<file path="config.mk">
export PLATFORM = sky130hd
export DESIGN_NAME = trapTop
export DESIGN_NICKNAME = d
export VERILOG_FILES = /design/src/design/trapPkg.sv /design/src/design/aprTrapRegs.sv /design/src/design/pcTrapFlags.sv /design/src/design/trapCycleCtl.sv /design/src/design/trapTop.sv
export SDC_FILE = /design/constraint.sdc
export NUM_CORES = 1
export LEC_CHECK = 0
export BUFFER_PORTS_ARGS = -buffer_cell sky130_fd_sc_hd__buf_2
export CORE_MARGIN = 2
export CORE_UTILIZATION = 34
export DETAILED_ROUTE_END_ITERATION = 8
export HOLD_SLACK_MARGIN = 0.05
export PLACE_DENSITY = 0.86
export SETUP_SLACK_MARGIN = 0.15
export SLEW_MARGIN = 10
export SYNTH_ARGS = -nofsm -noshare
export SYNTH_HDL_FRONTEND = slang
export SYNTH_SLANG_ARGS = --single-unit
</file>
<file path="constraint.sdc">
create_clock -name clk -period 1.7 [get_ports clk]
set_input_delay 0.255 -clock clk [delete_from_list [all_inputs] [get_ports clk]]
set_output_delay 0.255 -clock clk [all_outputs]
set_load 0.02 [all_outputs]
</file>
<file path="src/design/trapPkg.sv">
//////////////////////////////////////////////////
// Trap package
// Shared types and constants for the trap-cycle
// logic, the microword special field and APB map
//////////////////////////////////////////////////

`default_nettype none

package trapPkg;

   // Microword special-select field
   typedef logic [5:0] specSelT;

   // Next-instruction condition load step
   localparam specSelT SPEC_LOADNICOND = 6'o10;
   // Clear both trap flags once the trap is taken
   localparam specSelT SPEC_CLRTRAPS   = 6'o22;

   // Trap number, bit 1 is TRAP2 and bit 0 is TRAP1
   typedef logic [1:0] trapCodeT;

   // APB data word
   typedef logic [31:0] apbDataT;

   // Default APB address width
   localparam int unsigned APB_ADDR_W_DEF = 4;

   // Register offsets
   localparam int unsigned REG_APR_CTRL  = 'h0;
   localparam int unsigned REG_CONS_CTRL = 'h4;
   localparam int unsigned REG_TRAP_STAT = 'h8;

   // Status word bit positions
   localparam int unsigned STAT_TRAP1    = 0;
   localparam int unsigned STAT_TRAP2    = 1;
   localparam int unsigned STAT_CYCLE    = 2;
   localparam int unsigned STAT_CODE_LSB = 4;

endpackage

`default_nettype wire

</file>
<file path="src/design/aprTrapRegs.sv">
//////////////////////////////////////////////////
// APR trap registers
// APB slave with the processor and console trap
// enables and a status view of the trap state
//////////////////////////////////////////////////

`timescale 1ns/1ps
`default_nettype none

module aprTrapRegs
   import trapPkg::*;
#(
   parameter int unsigned apbAddrW = APB_ADDR_W_DEF
)
(
   input  wire logic                clk,
   input  wire logic                rst,
   // APB slave
   input  wire logic                psel,
   input  wire logic                penable,
   input  wire logic                pwrite,
   input  wire logic [apbAddrW-1:0] paddr,
   input  wire apbDataT             pwdata,
   output apbDataT                  prdata,
   output logic                     pready,
   output logic                     pslverr,
   // Live trap state for the status view
   input  wire logic                trap1,
   input  wire logic                trap2,
   input  wire logic                trapCycle,
   input  wire trapCodeT            trapCode,
   // Control outputs
   output logic                     trapEnable,
   output logic                     consTrapEnable,
   output logic                     clrTrap1Req,
   output logic                     clrTrap2Req
);

   //////////////////////////////////////////////////
   // Address decode
   //////////////////////////////////////////////////

   // Offsets sized to the bus
   localparam logic [apbAddrW-1:0] offApr  = apbAddrW'(REG_APR_CTRL);
   localparam logic [apbAddrW-1:0] offCons = apbAddrW'(REG_CONS_CTRL);
   localparam logic [apbAddrW-1:0] offStat = apbAddrW'(REG_TRAP_STAT);

   logic access;
   logic selApr;
   logic selCons;
   logic selStat;
   logic hit;
   logic wrAccess;

   // Access phase, zero wait states
   assign access   = psel & penable;
   assign selApr   = (paddr == offApr);
   assign selCons  = (paddr == offCons);
   assign selStat  = (paddr == offStat);
   assign hit      = selApr | selCons | selStat;
   assign wrAccess = access & pwrite & hit;

   // Always ready
   assign pready  = 1'b1;
   // Error only for unmapped offsets in the access phase
   assign pslverr = access & ~hit;

   //////////////////////////////////////////////////
   // Enable registers
   //////////////////////////////////////////////////

   always_ff @(posedge clk or posedge rst)
   begin
      if (rst)
      begin
         trapEnable     <= 1'b0;
         consTrapEnable <= 1'b0;
      end
      else
      begin
         // Processor trap enable, APR bit
         if (wrAccess & selApr)
            trapEnable <= pwdata[0];
         // Console trap enable
         if (wrAccess & selCons)
            consTrapEnable <= pwdata[0];
      end
   end

   //////////////////////////////////////////////////
   // Status write-one-to-clear
   //////////////////////////////////////////////////

   // One-cycle pulses, clear lands on the access edge
   assign clrTrap1Req = wrAccess & selStat & pwdata[STAT_TRAP1];
   assign clrTrap2Req = wrAccess & selStat & pwdata[STAT_TRAP2];

   //////////////////////////////////////////////////
   // Read path
   //////////////////////////////////////////////////

   apbDataT statWord;

   // Status view of live flags and latched decision
   always_comb
   begin
      statWord                                    = '0;
      statWord[STAT_TRAP1]                        = trap1;
      statWord[STAT_TRAP2]                        = trap2;
      statWord[STAT_CYCLE]                        = trapCycle;
      statWord[STAT_CODE_LSB +: $bits(trapCodeT)] = trapCode;
   end

   // Combinational read data, zero outside a read access
   always_comb
   begin
      prdata = '0;
      if (access & ~pwrite)
      begin
         if (selApr)
            prdata[0] = trapEnable;
         else if (selCons)
            prdata[0] = consTrapEnable;
         else if (selStat)
            prdata = statWord;
      end
   end

endmodule

`default_nettype wire

</file>
<file path="src/design/pcTrapFlags.sv">
//////////////////////////////////////////////////
// PC trap flags
// Holds TRAP1 and TRAP2 of the PC flag word, set
// by overflow events, cleared by microcode or APB
//////////////////////////////////////////////////

`timescale 1ns/1ps
`default_nettype none

module pcTrapFlags
   import trapPkg::*;
(
   input  wire logic    clk,
   input  wire logic    rst,
   // Microcode side
   input  wire logic    clken,
   input  wire logic    specEn,
   input  wire specSelT specSel,
   // Overflow events, one-cycle pulses
   input  wire logic    ovflEvent,
   input  wire logic    pdlOvflEvent,
   // Software clear pulses from the register block
   input  wire logic    clrTrap1Req,
   input  wire logic    clrTrap2Req,
   // Flag outputs
   output logic         trap1,
   output logic         trap2
);

   //////////////////////////////////////////////////
   // Clear decode
   //////////////////////////////////////////////////

   // CLRTRAPS microcode step, only under clock enable
   logic specClrTraps;
   logic clr1;
   logic clr2;

   assign specClrTraps = clken & specEn & (specSel == SPEC_CLRTRAPS);

   // Either source clears a flag
   assign clr1 = specClrTraps | clrTrap1Req;
   assign clr2 = specClrTraps | clrTrap2Req;

   //////////////////////////////////////////////////
   // Flag registers
   //////////////////////////////////////////////////

   // Set beats clear in the same cycle
   // so an overflow is never lost
   always_ff @(posedge clk or posedge rst)
   begin
      if (rst)
      begin
         trap1 <= 1'b0;
         trap2 <= 1'b0;
      end
      else
      begin
         // TRAP1 from arithmetic overflow
         if (ovflEvent)
            trap1 <= 1'b1;
         else if (clr1)
            trap1 <= 1'b0;
         // TRAP2 from pushdown overflow
         if (pdlOvflEvent)
            trap2 <= 1'b1;
         else if (clr2)
            trap2 <= 1'b0;
      end
   end

endmodule

`default_nettype wire

</file>
<file path="src/design/trapCycleCtl.sv">
//////////////////////////////////////////////////
// Trap cycle control
// Decides at LOADNICOND whether the next cycle
// is a trap cycle and latches the trap code
//////////////////////////////////////////////////

`timescale 1ns/1ps
`default_nettype none

module trapCycleCtl
   import trapPkg::*;
(
   input  wire logic    clk,
   input  wire logic    rst,
   // Microcode side
   input  wire logic    clken,
   input  wire logic    specEn,
   input  wire specSelT specSel,
   // Enables from the register block
   input  wire logic    trapEnable,
   input  wire logic    consTrapEnable,
   // Pending flags from the PC flag word
   input  wire logic    trap1,
   input  wire logic    trap2,
   // Decision to the fetch logic
   output logic         trapCycle,
   output trapCodeT     trapCode
);

   //////////////////////////////////////////////////
   // Decode and decision
   //////////////////////////////////////////////////

   logic     specNicond;
   logic     trapPending;
   logic     trapTake;
   trapCodeT codeNext;

   // LOADNICOND step, sampled under clock enable
   assign specNicond = clken & specEn & (specSel == SPEC_LOADNICOND);

   // Any flag waiting
   assign trapPending = trap1 | trap2;

   // Both enables must agree
   assign trapTake = consTrapEnable & trapEnable & trapPending;

   // Which trap, zero when none is taken
   assign codeNext = trapTake ? {trap2, trap1} : '0;

   //////////////////////////////////////////////////
   // Decision registers
   //////////////////////////////////////////////////

   // Hold between LOADNICOND steps
   always_ff @(posedge clk or posedge rst)
   begin
      if (rst)
      begin
         trapCycle <= 1'b0;
         trapCode  <= '0;
      end
      else if (specNicond)
      begin
         trapCycle <= trapTake;
         trapCode  <= codeNext;
      end
   end

endmodule

`default_nettype wire

</file>
<file path="src/design/trapTop.sv">
//////////////////////////////////////////////////
// Trap subsystem top
// Joins the PC trap flags, the APB trap register
// block and the trap-cycle decision
//////////////////////////////////////////////////

`timescale 1ns/1ps
`default_nettype none

module trapTop
   import trapPkg::*;
#(
   parameter int unsigned apbAddrW = APB_ADDR_W_DEF
)
(
   input  wire logic                clk,
   input  wire logic                rst,
   // Microcode side
   input  wire logic                clken,
   input  wire logic                specEn,
   input  wire specSelT             specSel,
   // Overflow events
   input  wire logic                ovflEvent,
   input  wire logic                pdlOvflEvent,
   // APB slave
   input  wire logic                psel,
   input  wire logic                penable,
   input  wire logic                pwrite,
   input  wire logic [apbAddrW-1:0] paddr,
   input  wire apbDataT             pwdata,
   output apbDataT                  prdata,
   output logic                     pready,
   output logic                     pslverr,
   // Trap decision
   output logic                     trapCycle,
   output trapCodeT                 trapCode
);

   // Internal nets
   logic trapEnable;
   logic consTrapEnable;
   logic clrTrap1Req;
   logic clrTrap2Req;
   logic trap1;
   logic trap2;

   // Flags
   pcTrapFlags uFlags (
      .clk          (clk),
      .rst          (rst),
      .clken        (clken),
      .specEn       (specEn),
      .specSel      (specSel),
      .ovflEvent    (ovflEvent),
      .pdlOvflEvent (pdlOvflEvent),
      .clrTrap1Req  (clrTrap1Req),
      .clrTrap2Req  (clrTrap2Req),
      .trap1        (trap1),
      .trap2        (trap2)
   );

   // Registers
   aprTrapRegs #(.apbAddrW(apbAddrW)) uRegs (
      .clk (clk), .rst (rst),
      .psel (psel), .penable (penable), .pwrite (pwrite),
      .paddr (paddr), .pwdata (pwdata), .prdata (prdata),
      .pready (pready), .pslverr (pslverr),
      .trap1 (trap1), .trap2 (trap2),
      .trapCycle (trapCycle), .trapCode (trapCode),
      .trapEnable (trapEnable), .consTrapEnable (consTrapEnable),
      .clrTrap1Req (clrTrap1Req), .clrTrap2Req (clrTrap2Req)
   );

   // Decision
   trapCycleCtl uCtl (
      .clk (clk), .rst (rst),
      .clken (clken), .specEn (specEn), .specSel (specSel),
      .trapEnable (trapEnable), .consTrapEnable (consTrapEnable),
      .trap1 (trap1), .trap2 (trap2),
      .trapCycle (trapCycle), .trapCode (trapCode)
   );

endmodule

`default_nettype wire

</file>
# After elaboration in Yosys (flattened, before gate mapping)
# Index checks and enable logic that the tools add are counted.
# word_totals
register_bits	7
input_bits	51
output_inout_bits	37
# op_classes
eq_ne	4
mux	11
bitwise	22
n_reduce_logical	3
# ops
cell	n
$mux 31	2
$mux 32	1
$and 1x1->1	15
$eq 6x4->1 const B	1
$eq 6x5->1 const B	1
$mux 1	6
$mux 6	1
$or 1x1->1	5
$eq 4x3->1 const B	1
$eq 4x4->1 const B	1
$logic_not 4->1	1
$reduce_bool 2->1	2
$mux 2	1
$not 1->1	2

# Longest topological paths before layout
# Gate-level depths: netlist (run 1).
# logic_depth
word_depth	9
depth_mapped	3

# By module
# Synthesis (run 1) repeated with hierarchy kept, for this count alone.
# unflattened
hier_cells	81
area_unflattened_um2	725.7
# modules_own_cells
module	instances	cells_each	area_per_inst_um2	seq_area_each_um2
aprTrapRegs	1	57	464.2	50.0
trapCycleCtl	1	14	160.2	75.1
pcTrapFlags	1	10	101.3	50.0

# Least setup slack after synthesis (run 1)
# No wires, ideal clock.
# synth_timing
path_type	in2out
start	input paddr[0]
end	output prdata[0]
arrival_time_ns	1.127
required_time_ns	1.445
slack_ns	0.318
path_stages	2
path_buffers	0
path_cell_list	and4bb_2 nor3b_1
# synth_between
elab_chain_cells	5
elab_cells_between_ends	7
cone_classes	eq/ne: 2; mux: 4; reduce/logical: 1
# synth_lines
item	line_no	source
start, declared	trapTop.sv:29	input wire logic [apbAddrW-1:0] paddr,
$eq 4x4->1	aprTrapRegs.sv:59	assign selStat = (paddr == offStat);
$mux 6	aprTrapRegs.sv:124	else if (selStat)
$mux 1	aprTrapRegs.sv:122	else if (selCons)
$mux 1 *	aprTrapRegs.sv:120	if (selApr)
$mux 32 *	aprTrapRegs.sv:118	if (access & ~pwrite)
end, declared	trapTop.sv:31	output apbDataT prdata,
# Every way passes the cells marked *; elsewhere a longest branch is shown, timed or not.

# Final worst setup path (run 1)
# layout_timing
start	register uRegs.consTrapEnable
end	output prdata[0]
# layout_between
elab_chain_cells	3
# layout_lines
item	line_no	source
start, declared	aprTrapRegs.sv:34	output logic consTrapEnable,
start signal, assigned	aprTrapRegs.sv:86	consTrapEnable <= pwdata[0];
$mux 1	aprTrapRegs.sv:122	
$mux 1	aprTrapRegs.sv:120	
$mux 32	aprTrapRegs.sv:118	
# Every way passes these cells.

==> metrics.md, run 1 <==
| Metric | Value |
|---|---|
| Worst path cell trace | `mux2i_1 > a2bb2oi_1 > nor3b_1 > buf_2` |
| I/O Pins | `88` |
| Worst Clk Skew | `4.70 ps` |
| EDFF count, synth | `0` |
| Max Fanout on Critical Path | `4` |
| Vias in the first global route | `505` |
| Setup crit start kind | `flip-flop` |
| Area grow syn2layout | `17.5%` |
| Worst VDD drop | `374 uV` |
| Setup TNS Final | `0 ps` |
| Total Routing Usage GR | `12.5%` |
| Crit path max-delay cell type | `dfrtp_1` |
| Leakage | `0.470 nW` |
| # clock sinks | `7` |
| Post-layout min period | `1490 ps` |
| WP data required | `1440 ps` |
| Post-route ant nets | `0` |
| Critical path buffers and inverters | `1` |
| FF/Latch Area | `roughly 180 sq um` |
| Status | `completed` |
| #FFs+latches synth | `7` |
| FILL cells | `202` |
| Syn Inst Count | `72` |
| Pre-CTS setup slack | `222 ps` |
| Root Buffer | `clkbuf_4` |
| CP max stage delay | `390 ps` |
| Largest net degree at the start of global routing | `8` |
| CTS buffer count | `3` |
| Avg Inst Size Synth | `9.42 sq um` |
| Largest cells by area after synthesis | `buf_4, dfrtp_1, mux2_4` |
| Power Dens Cells | `between 600 and 700 nW/um^2` |
| Met1 Use GR | `10.8%` |
| Critical Path Sink Type | `primary output` |
| Footprint of the multi-input gates | `384 sq um` |
| Max Cap Viol | `0` |
| Number of setup violations in the final report | `0` |
| Routing usage on met3 | `7.10%` |
| Diode count | `0` |
| Post-synthesis sequential area ratio | `25.8%` |
| Die area | `approximately 2400 sq um` |
| Vias per std cell | `4.10` |
| Final hold vios | `0` |
| Starting DRT DRC Count | `0` |
| Post-route setup slack | `211 ps` |
| Number of antenna violations at the first check in global routing | `0` |
| Area leader, netlist | `buf_4` |
| Clock Pin Slew Worst Setup and Hold Paths | `50 ps` |
| Part of the cycle the worst path needs | `87.6%` |
| Clk_lat worst skew | `260 ps` |
| Distinct cells, synth | `24` |
| First-pass GRT wire length | `2.21 mm` |
| Placed instance area | `between 700 and 800 sq um` |
| Htree depth | `1` |
| Drt pass-1 iters | `1` |
| Port-buffer cells | `29` |
| Post-synth top area share | `31.0%` |
| Achievable Freq | `672 MHz` |
| Most frequent cell after synthesis | `buf_4` |
| Post-synth ARST share | `100%` |
| TritonCTS clock tree | `done` |
| GR peak layer | `met2` |
| Yosys warning count | `0` |
| Final Net Count | `about 160` |
| Gp weighted congestion | `0.705` |
| Core area | `~1900 sq um` |
| DR DRC count | `0` |
| Die X | `48.7 microns` |
| Number of max-slew violations in the final report | `0` |
| Setup repair after global routing missed its margin | `yes` |
| Clock buffer depth | `2` |
| Non-Filler Instances | `133` |
| Rows | `16` |
| Worst hold path class | `in2reg` |
| Ys flop type | `dfrtp_1` |
| GR Overflow Total | `0` |
| Post-Route WL | `1.26 mm` |
| Vias post-DR | `545` |
| Placed insts | `126` |
| Post-Syn Area | `678 sq um` |
| Post-route cell area | `between 700 and 800 sq um` |
| Arrival time worst endpoint | `1230 ps` |
| M2 GR Usage | `between 20% and 30%` |
| Most frequent cells after synthesis | `buf_4, dfrtp_1, and2_1, nor2_1` |
| Starting Density | `35.3%` |
| CP Class | `reg2out` |
| Share of layout cells above drive strength 1 | `37.7%` |
| Final core occ | `41.5%` |
| Top Family by Delay on Critical Path | `flip-flops` |
| Die Ht | `48.7 microns` |
| Avg WL per Cell | `9.44 microns` |
-- where the power goes --
part	internal (mW)	switching, mW
clock network	0.0896	0.0628
registers	0.177	0.00890
logic	0.0474	0.0948
-- layout make-up --
type / instances / area share, %
clock buffers: 4 / 3.30
inverters: 2 / 0.942
multi-input cells: 61 / 48.2
flip-flops and latches: 7 / 22.0
well taps: 27 / 4.24
repair buffers: 32 / 21.4
-- registers in the layout (all words and copies together), names as in the netlist --
name	count
uRegs.consTrapEnable	1
uFlags.trap1	1
uCtl.trapCycle	1
uFlags.trap2	1
uRegs.trapEnable	1
uCtl.trapCode	2
-- kinds of logic after synthesis --
kind of cell,after synthesis,share of synthesized area (%)
simple gates,22,24.2
buf+inv,30,32.1
flops,7,25.8
compound gates,5,6.09
mux,6,10.7
other cells,2,1.11
-- cells in the final DEF, fill, tap and decap left out, types with 2 or more instances in the layout --
master    synthesis  layout
a31o_1            2       2
and2_1            4       4
and3_1            2       2
buf_2             0      29
buf_4            28       2
clkbuf_4          0       3
conb_1            2      28
dfrtp_1           7       7
inv_1             2       2
mux2_1            2       2
mux2_4            2       2
mux2i_1           2       2
nand3_1           2       2
nand4_1           2       2
nor2_1            3       3
-- stage by stage --
step,hold slack (ps),power (mW)
after CTS,191,0.474
after floorplan,58.4,0.326
after global routing,197,0.510
final,191,0.481
after detailed placement,194,0.319
after global placement,182,0.314
-- per-layer routing --
layer	vias up	part of all wire, %
li1	259	-
met1	251	29
met2	32	60
met3	3	11
met4	0	0.88
met5	-	0
-- final timing paths --
kind / startpoint / endpoint / slack [ps] / cells past startpoint
min in group asynchronous: rst / uCtl.trapCode[1] / 470 / 3
worst min-delay path: pdlOvflEvent / uFlags.trap2 / 190 / 2
worst max register to register: uRegs.consTrapEnable / uCtl.trapCode[0] / 620 / 3
worst max-delay path: uRegs.consTrapEnable / prdata[0] / 210 / 4
worst min register to register: uCtl.trapCode[0] / uCtl.trapCode[0] / 530 / 1
max in group asynchronous: rst / uRegs.consTrapEnable / 1010 / 3
-- repair_timing --
action / 4_1_cts / 5_1_grt
setup buffers: 0 / 2
setup endpoints to repair: 0 / 2
endpoints found under the hold margin: 7 / 0
resized for setup: 0 / 1
hold buffers: 1 / 0
Note: power is estimated with default switching activity, not from simulation.
==> run 2: changes to the inputs <==
- GPL_TIMING_DRIVEN: not set -> 0
- PLACE_DENSITY: 0.86 -> 0.92
==> run 2 against run 1 <==
Compared with the run above:
- register-to-register slack about the same
- clock power barely moved
- combinational power rose by 41%
- clock-buffer cell count unchanged
- final area up 27%
- setup slack better by 4.6 ps
- total power increased by 12%
- critical path depth grew 1
- sequential cell count stayed put
- via count increased by 17%
- cell count grew 22%
- critical endpoint is now prdata[1]
- largest power group is now combinational logic
==> metrics.md, run 2 (synthesis results as in run 1) <==
| Metric | Value |
|---|---|
| Vias per std cell | `3.94` |
| Achievable Freq | `roughly 670 MHz` |
| Gp weighted congestion | `0.750` |
| Status | `completed` |
| FILL cells | `191` |
| Number of max-slew violations in the final report | `0` |
| Number of antenna violations at the first check in global routing | `0` |
| Clock Pin Slew Worst Setup and Hold Paths | `roughly 60 ps` |
| Clk_lat worst skew | `250 ps` |
| Post-layout min period | `1480 ps` |
| Worst hold path class | `in2reg` |
| Post-Route WL | `about 1.5 mm` |
| Starting DRT DRC Count | `7` |
| Root Buffer | `clkbuf_4` |
| Avg WL per Cell | `just over 9 microns` |
| Drt pass-1 iters | `4` |
| Vias in the first global route | `585` |
| Total Power | `approximately 0.54 mW` |
| Share of layout cells above drive strength 1 | `51.1%` |
| Setup crit start kind | `input port` |
| Die area | `roughly 2400 sq um` |
| Core area | `1920 sq um` |
| Clock buffer depth | `2` |
| Die X | `between 40 and 50 microns` |
| GR Overflow Total | `0` |
| # clock sinks | `7` |
| Commonest non-fill, non-tap cell in the layout | `buf_4` |
| TritonCTS clock tree | `done` |
| Rows | `16` |
| Total Routing Usage GR | `~13%` |
| First-pass GRT wire length | `~2.4 mm` |
| Power Dens Cells | `about 530 nW/um^2` |
| Htree depth | `1` |
| Final Net Count | `~190` |
| Worst Clk Skew | `2.80 ps` |
| WP data required | `1440 ps` |
| Part of the cycle the worst path needs | `87.3%` |
| CTS buffer count | `3` |
| Setup TNS Final | `0 ps` |
| Most frequent cells in the layout | `buf_4, buf_2, conb_1` |
| Max Fanout on Critical Path | `6` |
| I/O Pins | `88` |
| Arrival time worst endpoint | `approximately 1200 ps` |
| Worst VDD drop | `314 uV` |
| Die Ht | `48.7 microns` |
| Critical Path Sink Type | `primary output` |
| Vias post-DR | `between 600 and 700` |
| Area grow syn2layout | `49.6%` |
| Diode count | `0` |
| Max Cap Viol | `0` |
| Leakage | `~0.63 nW` |
| Setup repair after global routing missed its margin | `no` |
| DR DRC count | `0` |
| Port-buffer cells | `29` |
| Number of setup violations in the final report | `0` |
| Post-route ant nets | `0` |
| Starting Density | `roughly a third` |
| Final hold vios | `0` |
| CP Class | `in2out` |
| Most flop-heavy register | `uCtl.trapCode` |
| Largest net degree at the start of global routing | `8` |
| Largest register FFs | `2` |
[run 2: cell count changes in the layout (fill, tap and decap cells not counted), sizes merged]
cell | before | now
buf | 31 | 60
[run 2: final timing paths]
kind	from	endpoint	slack, ps	depth (start not counted)
worst max-delay path	paddr[0]	prdata[1]	220	5
min in group asynchronous	rst	uCtl.trapCycle	480	3
worst max register to register	uRegs.trapEnable	uCtl.trapCode[0]	610	3
worst min-delay path	ovflEvent	uFlags.trap1	200	2
worst min register to register	uCtl.trapCode[0]	uCtl.trapCode[0]	530	1
max in group asynchronous	rst	uCtl.trapCode[1]	1010	3
[run 2: routing by layer]
metal  vias to the layer above  track usage (%)  routed length [microns]
li1                        318                -                        -
met1                       284             11.2                      459
met2                        35             25.8                      861
met3                         2             3.70                      145
met4                         0             7.14                       21
met5                         -                0                        0
[run 2: report_power, final]
group	switching, mW	leakage [nW]	internal [mW]	total (mW)
clock	0.0627	0.0150	0.0897	0.152
sequential	0.00771	0.0819	0.177	0.185
combinational	0.106	0.530	0.0941	0.200
[run 2: area by class of cell]
cell class	instances	area [sq um]	share of cell area [%]
Buffer	28	210	20.7
Clock buffer	4	26.3	2.59
Inverter	2	7.51	0.740
Multi-Input combinational cell	61	384	37.9
Sequential cell	7	175	17.3
Tap cell	27	33.8	3.33
Timing Repair Buffer	33	178	17.5
[run 2: critical path, stage by stage]
cell and delay, ps:
buf_2 100, and4bb_2 360, and3b_2 230, and2_1 120
buf_2 160
[run 2: repair_timing]
action,in CTS,in global routing
resized for setup,0,1
setup endpoints to repair,0,5
endpoints found under the hold margin,7,0
hold buffers,1,0
buffers inserted,0,3
[run 2: metrics by stage]
step	worst slack, ps	hold slack [ps]	util, %	std cells	instance area [sq um]
final	216	198	52.8	162	1010
after global routing	155	205	52.8	162	1010
after CTS	196	195	51.6	159	991
after detailed placement	195	194	49.7	154	955
after global placement	225	181	49.7	154	955
after floorplan	318	58.4	-	98	776
==> run 3: changes to the inputs <==
- CORE_ASPECT_RATIO: not set -> 0.7
==> run 3 against run 2 <==
Compared with the run above:
- sequential share of layout area rose by 0.53 points
- first-iteration DRC count is the same
- utilization is 0.16 points lower
==> metrics.md, run 3 (synthesis results as in run 1) <==
| Metric | Value |
|---|---|
| FILL cells | `between 150 and 200` |
| Setup TNS Final | `0 ps` |
| Starting Density | `36.3%` |
| Worst Clk Skew | `3.27 ps` |
| Rows | `13` |
| Post-route setup slack | `187 ps` |
| Met2 WL | `701 microns` |
| Final Net Count | `184` |
| PostCTS Resize Cnt | `0` |
| CP max stage delay | `400 ps` |
| Final hold vios | `0` |
| Gp weighted congestion | `0.731` |
| Status | `completed` |
| Arrival time worst endpoint | `1260 ps` |
| Non-Filler Instances | `154` |
| DR DRC count | `0` |
| Die area | `2370 sq um` |
| Die X | `57.4 microns` |
| Crit path max-delay cell type | `dfrtp_1` |
| Largest register FFs | `2` |
| Post-layout min period | `around 1500 ps` |
| Pre-CTS setup slack | `226 ps` |
| Most frequent cells in the layout | `buf_2, buf_4, conb_1` |
| CP Class | `reg2out` |
| DP HPWL | `1.21 mm` |
| Placed insts | `149` |
| Post-route ant nets | `0` |
| Leakage | `between 0.6 and 0.7 nW` |
| Vias in the first global route | `448` |
| Achievable Freq | `661 MHz` |
| Worst hold path class | `in2reg` |
| Clock Pin Slew Worst Setup and Hold Paths | `50 ps` |
| Vias post-DR | `600` |
| Max Cap Viol | `0` |
| Area grow syn2layout | `45.2%` |
| Vias per std cell | `~3.9` |
| Clk_lat worst skew | `250 ps` |
| Die Ht | `41.4 microns` |
| Post-Route WL | `1.34 mm` |
| CTS buffer count | `3` |
| Commonest non-fill, non-tap cell in the layout | `buf_2` |
| Most flop-heavy register | `uCtl.trapCode` |
| Number of setup violations in the final report | `0` |
| Number of max-slew violations in the final report | `0` |
| Avg WL per Cell | `8.68 microns` |
| # clock sinks | `7` |
| WP data required | `1440 ps` |
| Port-buffer cells | `29` |
| Starting DRT DRC Count | `7` |
| Top Layer Used | `met4` |
| TritonCTS clock tree | `done` |
| Core area | `between 1500 and 2000 sq um` |
| Root Buffer | `clkbuf_4` |
| Part of the cycle the worst path needs | `89.0%` |
| Total Power | `0.517 mW` |
| Setup repair after global routing missed its margin | `no` |
| I/O Pins | `88` |
| Diode count | `0` |
| GR Overflow Total | `0` |
| Worst VDD drop | `410 uV` |
| Clock buffer depth | `2` |
| Power Dens Cells | `525 nW/um^2` |
| Largest net degree at the start of global routing | `8` |
| Total Routing Usage GR | `11.3%` |
| Worst path cell trace | `mux2i_1 > a2bb2oi_1 > nor3b_1 > buf_2` |
| Number of antenna violations at the first check in global routing | `0` |
| Setup crit start kind | `flip-flop` |
| DRT met1 WL | `485 microns` |
| Max Fanout on Critical Path | `5` |
| Wire length on met3 | `141 microns` |
| Critical Path Sink Type | `primary output` |
| Share of layout cells above drive strength 1 | `49.2%` |
| Htree depth | `1` |
| Drt pass-1 iters | `3` |
| First-pass GRT wire length | `1.88 mm` |
-- run 3: report_power, final --
part           leakage (nW)  internal (mW)  switching (mW)  total (mW)
combinational         0.515         0.0829           0.100       0.183
clock                0.0150         0.0893          0.0572       0.146
sequential           0.0819          0.177         0.00998       0.187
-- run 3: layout make-up --
| cell class | count | area (sq um) | area share [%] |
|---|---|---|---|
| repair buffers | 30 | 155 | 15.8 |
| multi-input cells | 61 | 383 | 38.9 |
| clock buffers | 4 | 26.3 | 2.67 |
| plain buffers | 28 | 210 | 21.3 |
| well taps | 22 | 27.5 | 2.80 |
| inverters | 2 | 7.51 | 0.762 |
| flip-flops and latches | 7 | 175 | 17.8 |
-- run 3: path summary, 6_finish.rpt --
check,from,endpoint,slack [ps],cells after the start
setup / recovery,uRegs.consTrapEnable,prdata[0],190,4
hold / removal,ovflEvent,uFlags.trap1,200,2
setup reg to reg,uRegs.trapEnable,uCtl.trapCode[1],730,2
hold reg to reg,uFlags.trap2,uFlags.trap2,530,1
max in group asynchronous,rst,uFlags.trap1,1010,3
min in group asynchronous,rst,uCtl.trapCode[1],470,3
-- run 3: routing by layer --
metal / vias to the layer above / GRT usage (%)
met2: 24 / 19.6
met4: 0 / 5.23
li1: 312 / -
met1: 262 / 11.7
met5: - / 0
met3: 2 / 6.48
-- run 3: metrics by stage --
step | hold WS [ps] | area (sq um) | utilization, %
2_1_floorplan | 58.4 | 776 | -
5_1_grt | 205 | 985 | 52.6
3_3_place_gp | 187 | 948 | 50.7
4_1_cts | 200 | 985 | 52.6
6_report | 205 | 985 | 52.6
3_5_place_dp | 197 | 948 | 50.7
-- run 3: timing repair --
| item | in CTS | in global routing |
|---|---|---|
| hold endpoints to repair | 7 | 0 |
| hold buffers | 1 | 0 |
| setup buffers | 0 | 0 |
-- run 3: worst max-delay path, delay by kind of cell (launching register included) --
family,cells,cell delay [ps]
AND/OR/NAND/NOR,1,180
multiplexers,1,100
buffers and inverters,1,200
flip-flops,1,400
AO/OA/AOI/OAI,1,130
